## config.mk

```make
export PLATFORM = sky130hd
export DESIGN_NAME = imem_apb_slave
export DESIGN_NICKNAME = d
export VERILOG_FILES = /design/src/fetch_pkg.sv /design/src/imem_apb_slave.sv
export SDC_FILE = /design/constraint.sdc
export NUM_CORES = 1
export LEC_CHECK = 0
export ABC_AREA = 1
export BUFFER_PORTS_ARGS = -buffer_cell sky130_fd_sc_hd__buf_4
export CAP_MARGIN = 20
export CORE_UTILIZATION = 30
export CTS_BUF_LIST = sky130_fd_sc_hd__clkbuf_4 sky130_fd_sc_hd__clkbuf_8 sky130_fd_sc_hd__clkbuf_16
export CTS_CLUSTER_DIAMETER = 80
export DETAILED_ROUTE_END_ITERATION = 12
export PLACE_DENSITY = 0.83
export SYNTH_ARGS = -nofsm -noshare
export SYNTH_HDL_FRONTEND = slang
export SYNTH_SLANG_ARGS = --single-unit
```

## constraint.sdc

```tcl
create_clock -name clk -period 1.6 [get_ports clk]
set_input_delay 0.16 -clock clk [delete_from_list [all_inputs] [get_ports clk]]
set_output_delay 0.16 -clock clk [all_outputs]
set_load 0.05 [all_outputs]
```

## src/fetch_pkg.sv

```systemverilog
package fetch_pkg;

   // processor word, shared by instructions and program counter values
   typedef logic [15:0] word_t;

   // apb byte address and data word
   // data width follows the instruction width
   typedef logic [15:0] apb_addr_t;
   typedef logic [15:0] apb_data_t;

   // nop encoding inserted when the pipeline squashes fetch
   localparam word_t NOP_INSTR = 16'h0800;

   // read-only pc register in the apb map
   localparam apb_addr_t PC_REG_ADDR = 16'h1000;

   // control from the later pipeline stages
   typedef struct packed {
      logic hazard;
      logic squash;
      logic halt;
      logic jump;
      logic jump_reg;
      logic br_taken;
   } fetch_ctrl_t;

   // operands for target calculation
   // ext_val arrives sign extended and already shifted
   typedef struct packed {
      word_t rs_val;
      word_t ext_val;
   } fetch_opnd_t;

   // what fetch hands to decode
   typedef struct packed {
      word_t pc_2;
      word_t instr;
   } fetch_out_t;

   // apb request from the master
   typedef struct packed {
      logic      psel;
      logic      penable;
      logic      pwrite;
      apb_addr_t paddr;
      apb_data_t pwdata;
   } apb_req_t;

   // apb response back to the master
   typedef struct packed {
      apb_data_t prdata;
      logic      pready;
      logic      pslverr;
   } apb_rsp_t;

endpackage

```

## src/imem_apb_slave.sv

```systemverilog
`timescale 1ns/100ps

module imem_apb_slave #(
   parameter int IMEM_WORDS = 256
) (
   input  logic                          clk,
   input  logic                          arst_n,
   input  fetch_pkg::apb_req_t           apb_req,
   output fetch_pkg::apb_rsp_t           apb_rsp,
   // memory write port
   output logic                          wr_en,
   output logic [$clog2(IMEM_WORDS)-1:0] wr_idx,
   output fetch_pkg::word_t              wr_data,
   // memory read-back port
   output logic [$clog2(IMEM_WORDS)-1:0] rd_idx,
   input  fetch_pkg::word_t              rd_data,
   // live pc for the read-only register
   input  fetch_pkg::word_t              pc
);
   import fetch_pkg::*;

   localparam int          IDX_W     = $clog2(IMEM_WORDS);
   // size of the memory window in bytes
   localparam logic [16:0] MEM_BYTES = 17'(2 * IMEM_WORDS);

   logic setup;
   logic access;
   logic mem_hit;
   logic pc_hit;
   logic dec_err;
   logic pready_q;
   logic pslverr_q;

   // setup phase, psel without penable
   assign setup  = apb_req.psel & ~apb_req.penable;
   // access phase, completes on this edge since there are no wait states
   assign access = apb_req.psel & apb_req.penable;

   // address decode
   assign mem_hit = {1'b0, apb_req.paddr} < MEM_BYTES;
   assign pc_hit  = ~mem_hit & (apb_req.paddr == PC_REG_ADDR);
   // miss, or a write to the read-only pc register
   assign dec_err = ~(mem_hit | pc_hit) | (pc_hit & apb_req.pwrite);

   // response flags set during setup so they are up for the whole access cycle
   // they fall again after the access edge
   always_ff @(posedge clk or negedge arst_n) begin
      if (!arst_n) begin
         pready_q  <= 1'b0;
         pslverr_q <= 1'b0;
      end else begin
         pready_q  <= setup;
         pslverr_q <= setup & dec_err;
      end
   end

   // byte address to word index, bit 0 ignored
   assign wr_idx  = apb_req.paddr[IDX_W:1];
   assign rd_idx  = apb_req.paddr[IDX_W:1];
   assign wr_data = apb_req.pwdata;

   // only a successful memory write reaches the array
   assign wr_en = access & apb_req.pwrite & mem_hit;

   always_comb begin
      apb_rsp.pready  = pready_q;
      apb_rsp.pslverr = pslverr_q;
      // zero outside reads and on any error
      apb_rsp.prdata  = '0;
      if (access && !apb_req.pwrite && !dec_err) begin
         apb_rsp.prdata = mem_hit ? rd_data : pc;
      end
   end

endmodule

```

======== After elaboration in Yosys (flattened, before gate mapping) ========
Cells that the tools add are included.
word-level totals
  bits in registers ....................... 2
  bits of input ports ..................... 69
  output and inout port bits .............. 51
operators by class
  magnitude comparators ................... 1
  equal/unequal tests ..................... 1
  mux-type cells .......................... 2
  bitwise gates (word level) .............. 12
  reduce and logical (&&, ||, !) cells .... 4
operators by type and width
  cell                                                                    count
  16-bit two-way mux                                                      2
  16-bit by 13-bit == test with 1-bit output, second input constant       1
  16-bit by 10-bit < comparator with 1-bit output, second input constant  1
  1-bit bitwise AND                                                       7
  1-bit inverter                                                          3
  1-bit logical AND                                                       2
  1-bit logical NOT                                                       2
  1-bit OR                                                                2

======== Logic depth before layout (Yosys ltp) ========
Gate-level depths: netlist of run 1.
  depth after elaboration ................. 9
  depth in mapped cells ................... 8

======== Worst setup path before layout of run 1 ========
Ideal clock, no wire load.
  path kind ............................... input-to-output
  start ................................... input apb_req[31] (netlist bit)
  end ..................................... output apb_rsp[10] (netlist bit)
  data arrival time ....................... 1.496 ns
  slack ................................... -0.056 ns
  stages .................................. 8
  cell sequence ........................... nor2_1 -> nand2_1 -> nor2_4 -> inv_2 -> nand2_2 -> nand2_2 -> buf_6 -> nor2_1
RTL lines
  element      line                 RTL
  from (decl)  imem_apb_slave.sv:8  input fetch_pkg::apb_req_t apb_req,
  to (decl)    imem_apb_slave.sv:9  output fetch_pkg::apb_rsp_t apb_rsp,

==> flow_summary_export.csv, run 1 <==
group,metric,value,unit
run_status,status,"finished clean",
critical_path,critical_path_required,1.44,ns
pwr,p_int,0.268,mW
die,dieWidth,51.4,µm
timing,hold_viol_final,0,
yosys,yosysTopAreaCell,"buf_4",
routing,wl_per_cell,8.45,µm
pwr,finalPower,0.436,mW
yosys,synth_top_cells_by_count,"46 x nor2_1, 36 x buf_4, 20 x inv_1",
final_layout,syn_to_final_growth,64.4,%
clock_tree,cts_buffers,3,
global_route,grt_pass1_vias,708,
critical_path,cp-startpoint,"apb_req[31]",
pwr,powerDensity,363,nW/µm²
yosys,synth_seq_cells,2,
die,start_util,32.4,%
yosys,async_flop_share,100,%
timing,timing.final.crit_share,88.3,%
pwr,vdd_drop_max,0.000264,V
flow_run,drv_cap,0,
yosys,synth_edf_count,0,
critical_path,crit_chain,"buf_4, nor2_1, nand2_1, nor2_4, buf_6, nor2_1, a21oi_1, nor2_1, buf_4",
final_layout,layout-drive-gt1-share,50.5,%
die,ios,120,
yosys,yosysTopAreaCellShare,37.0,%
yosys,syn_area,731,µm²
yosys,synth_area_leaders,"buf_4 37%, nor2_1 24%, a21oi_1 11%",
final_layout,seq_area,50.0,µm²
timing,grt_setup_unrepaired,"false",
timing,setup_viol,0,
clock_tree,cts_tree,"yes",
pwr,p_seq_share,12.4,%
final_layout,diodes,0,
global_route,gr-total-overflow,0,
die,dieHeight,51.4,µm
final_layout,multiInputGateArea,320,µm²
yosys,synth.distinct_cells,13,
pwr,p_leak,0.737,nW
critical_path,start_kind,"primary input",
pwr,switching_power,0.168,mW
critical_path,cp_common_cell,"nor2_1",
final_layout,finalInstanceArea,1200,µm²
yosys,yosysWarnings,0,
global_route,grt_use_total,13.6,%
critical_path,crit_end,"apb_rsp[5]",
yosys,yosysMostFrequentCell,"nor2_1",
clock_tree,clkTransAtPathRegs,0.03,ns
yosys,syn_inst,135,
routing,first_pass_iters,3,
placement,place_area,1160,µm²
final_layout,fillerInstances,243,
yosys,ys_seq_area_share,6.85,%
timing,fmax,708,MHz
final_layout,fin_nets,261,
pwr,clock_power_share,24.4,%
clock_tree,cts_root_buf,"clkbuf_4",
die,rows,17,
global_route,antenna_found_initial,0,
global_route,grt_max_degree,18,
critical_path,critPathArrivalTime,1.25,ns
clock_tree,cts_sinks,2,
hold_path,min_path_type,"in2reg",
routing,ant_nets,0,
critical_path,worstSetupPathType,"in2out",
routing,wl,1840,µm
placement,gp_congestion,0.661,
placement,hpwl,1540,µm
critical_path,path_max_fanout,16,
timing,period_minus_slack,1.41,ns
critical_path,cp_slowest_cell,"buf_4",
routing,viasPerCell,3.87,
routing,via_count,843,
placement,portBuffers,87,
yosys,ys.flop_type,"dfrtp_1",
critical_path,critPathMaxStageDelay,0.19,ns
die,core_area,2250,µm²
clock_tree,cts_max_level,1,
timing,slew_viol_final,0,
timing,slew_headroom,87.3,%
routing,drtIter0Drc,6,
yosys,syn-num-nets,204,
clock_tree,clockBufferDepth,2,
final_layout,final_util,53.3,%
die,die_area,2640,µm²
pwr,pwr-share-comb,63.1,%
routing,drcViolationCount,0,
global_route,grt_pass1_wl,2810,µm
critical_path,endpoint_kind,"output port",
pwr,p_sw_share,38.5,%
timing,tightest_slew,0.190,ns
yosys,avgSynthCellArea,5.41,µm²
[worst min-delay path by stage]
| stage | start | end | cells past startpoint | slack, ns |
|---|---|---|---|---|
| 2_1_floorplan | arst_n | pready_q | 0 | -0.14 |
| 4_1_cts | apb_req[33] | pready_q | 2 | 0.12 |
| 3_3_place_gp | arst_n | pready_q | 1 | -0.06 |
| 5_1_grt | apb_req[33] | pready_q | 2 | 0.12 |
| 6_report | apb_req[33] | pready_q | 2 | 0.12 |
| 3_5_place_dp | arst_n | pready_q | 1 | -0.05 |
[power by group through the flow]
stage,sequential [mW],clock [mW],combinational (mW)
2_1_floorplan,0.0546,0,0.272
3_3_place_gp,0.0546,0,0.272
3_5_place_dp,0.0548,0,0.274
4_1_cts,0.0542,0.112,0.276
5_1_grt,0.0544,0.114,0.296
6_report,0.0542,0.106,0.275
[critical path: cells and delay by family]
kind,cells,cell delay [ns]
simple gates,5,0.49
buf+inv,3,0.48
compound gates,1,0.12
[state kept, by name (all words and copies together) (netlist names)]
name / cells
pslverr_q: 1
pready_q: 1
[layer usage]
layer / track usage, % / vias to the layer above / wire length [µm]
met5: 0 / - / 0
met4: 5.41 / 0 / 0
met3: 3.87 / 0 / 187
met2: 23.7 / 38 / 964
met1: 15.5 / 329 / 691
li1: - / 476 / -
[metrics by stage]
step / std cells / setup slack [ns] / TNS, ns / hold slack, ns
floorplan: 135 / -0.0557 / -0.557 / -0.136
finish: 218 / 0.187 / 0 / 0.118
global placement: 214 / 0.114 / 0 / -0.0571
global route: 218 / 0.00338 / 0 / 0.123
detailed placement: 214 / 0.118 / 0 / -0.0547
CTS: 218 / 0.119 / 0 / 0.116
[repair_timing]
| item | CTS | global route |
|---|---|---|
| hold buffers | 1 | 0 |
| setup endpoints to repair | 0 | 7 |
| hold endpoints to repair | 2 | 0 |
| buffers inserted | 0 | 0 |
| resized for setup | 0 | 2 |
[layout make-up]
type,instances,share of cell area [%]
clock buffers,3,1.88
flip-flops and latches,2,4.17
repair buffers,90,57.8
well taps,28,2.92
multi-input cells,74,26.7
inverters,21,6.56
[cells in the final DEF, fill, tap and decap left out, types with 2 or more instances in the layout]
| cell | synthesis | routed |
|---|---|---|
| nor2_1 | 46 | 46 |
| buf_4 | 36 | 87 |
| nand2_1 | 6 | 6 |
| inv_1 | 20 | 20 |
| a21oi_1 | 16 | 16 |
| clkbuf_4 | 0 | 3 |
| dfrtp_1 | 2 | 2 |
| nand3_1 | 2 | 2 |
[cell families (layout without fill, tap and decap cells)]
kind of cell / after synthesis / after routing / share of synthesized area [%]
buf+inv: 59 / 114 / 50.0
simple gates: 58 / 58 / 32.2
compound gates: 16 / 16 / 11.0
flops: 2 / 2 / 6.85
Power figures use the tool's default switching activity.
==> run 2: changes to the inputs <==
--- a/config.mk
+++ b/config.mk
@@ -12,7 +12,7 @@
 export CTS_BUF_LIST = sky130_fd_sc_hd__clkbuf_4 sky130_fd_sc_hd__clkbuf_8 sky130_fd_sc_hd__clkbuf_16
 export CTS_CLUSTER_DIAMETER = 80
 export DETAILED_ROUTE_END_ITERATION = 12
-export PLACE_DENSITY = 0.83
+export PLACE_DENSITY = 0.93
 export SYNTH_ARGS = -nofsm -noshare
 export SYNTH_HDL_FRONTEND = slang
 export SYNTH_SLANG_ARGS = --single-unit
==> run 2 against run 1 <==
Via count increased by 2.7%; final cell count down 0.46%; total power up 0.87%; worst hold slack lost 0.0043 ns; highest routed layer is now met4.
==> flow_summary_export.csv, run 2 (synthesized netlist as in run 1, its figures left out) <==
group,metric,value,unit
placement,portBuffers,87,
final_layout,fin_nets,260,
global_route,grt_pass1_vias,770,
die,dieHeight,51.4,µm
critical_path,start_kind,"primary input",
timing,fin_setup_tns,0,ns
critical_path,critPathArrivalTime,1.26,ns
clock_tree,clkTransAtPathRegs,0.03,ns
global_route,grt_pass1_wl,2960,µm
timing,setup_viol,0,
global_route,grt_use_total,14.2,%
clock_tree,cts_setup_buffers,0,
die,ios,120,
critical_path,endpoint_kind,"output port",
critical_path,critPathMaxStageDelay,0.19,ns
critical_path,path_max_fanout,32,
routing,drtIter0Drc,6,
flow_run,drv_cap,0,
run_status,status,"finished clean",
routing,viasPerCell,3.99,
routing,via_count,866,
final_layout,final_common_cell,"buf_4",
pwr,vdd_drop_max,0.000301,V
global_route,antenna_found_initial,0,
final_layout,layout-drive-gt1-share,50.3,%
hold_path,hp-start,"apb_req[33]",
die,core_area,2250,µm²
global_route,grt_max_degree,33,
pwr,powerDensity,369,nW/µm²
critical_path,cp-startpoint,"apb_req[31]",
clock_tree,cts_root_buf,"clkbuf_4",
placement,gp_congestion,0.654,
clock_tree,cts_sinks,2,
timing,timing.final.crit_share,88.8,%
final_layout,finalNonFillerCells,217,
critical_path,crit_chain,"buf_4, nor2_1, nand2_1, nor2_4, buf_12, nor2_1, a21oi_1, nor2_1, buf_4",
critical_path,cp_top_family,"simple AND/OR/NAND/NOR gates",
placement,place_inst,213,
die,die_area,2640,µm²
placement,hpwl,1600,µm
timing,fmax,704,MHz
routing,first_pass_iters,4,
timing,tightest_slew,0.195,ns
timing,slew_viol_final,0,
die,dieWidth,51.4,µm
routing,wl_per_cell,8.69,µm
die,rows,17,
clock_tree,clockBufferDepth,2,
final_layout,syn_to_final_growth,62.8,%
routing,wl,1890,µm
hold_path,min_path_type,"in2reg",
timing,finalWorstSetupSlack,0.180,ns
clock_tree,cts_buffers,3,
routing,drcViolationCount,0,
timing,hold_viol_final,0,
clock_tree,cts_max_level,1,
final_layout,diodes,0,
timing,slew_headroom,86.9,%
critical_path,critical_path_required,1.44,ns
timing,period_minus_slack,1.42,ns
clock_tree,cts_tree,"yes",
critical_path,cp_common_cell,"nor2_1",
die,start_util,32.4,%
final_layout,final_cell_mix,"87 x buf_4, 46 x nor2_1, 20 x inv_1",
timing,grt_setup_unrepaired,"false",
routing,ant_nets,0,
critical_path,cp_slowest_cell,"buf_12",
final_layout,biggestRegsByFlops,"pready_q (1), pslverr_q (1)",
critical_path,critPathBufInv,3,
pwr,p_leak,0.731,nW
placement,place_ws,0.0908,ns
critical_path,worstSetupPathType,"in2out",
global_route,gr-total-overflow,0,
run 2: cell count changes in the layout (fill, tap and decap cells not counted):
cell	before	now
buf_6	1	0
run 2: worst paths after layout:
check                              end  slack, ns  cells after the start
max                        apb_rsp[13]       0.18                      9
min                           pready_q       0.11                      2
max in group asynchronous     pready_q       1.25                      2
min in group asynchronous    pslverr_q       0.26                      2
run 2: layout make-up:
| cell class | count | area [µm²] |
|---|---|---|
| clock buffers | 3 | 22.5 |
| fillers | 227 | 1060 |
| inverters | 21 | 78.8 |
| multi-input cells | 74 | 320 |
| flip-flops and latches | 2 | 50.0 |
| well taps | 28 | 35.0 |
| repair buffers | 89 | 683 |
run 2: per-stage QoR:
stage	hold WS (ns)	total power [mW]	instance area, µm²	utilization, %
finish	0.114	0.439	1190	52.8
global route	0.120	0.468	1190	52.8
CTS	0.108	0.448	1180	52.6
detailed placement	-0.0559	0.329	1150	51.1
global placement	-0.0577	0.327	1150	51.1
floorplan	-0.136	0.327	731	-
run 2: where the power goes:
group          leakage, nW  total [mW]  switching [mW]  internal [mW]
Combinational        0.691       0.276           0.144          0.132
Sequential          0.0258      0.0543        0.000734         0.0536
Clock               0.0138       0.109          0.0267         0.0826
run 2: what timing repair did:
action                                  in CTS  in global routing
hold buffers                                 1                  0
resized for setup                            0                  1
endpoints found under the setup margin       0                 10
hold endpoints to repair                     2                  0
run 2: routing by layer:
metal | track usage, % | wire length [µm]
met1 | 15.5 | 696
met2 | 25.9 | 1030
met3 | 2.98 | 145
met4 | 6.31 | 14
met5 | 0 | 0
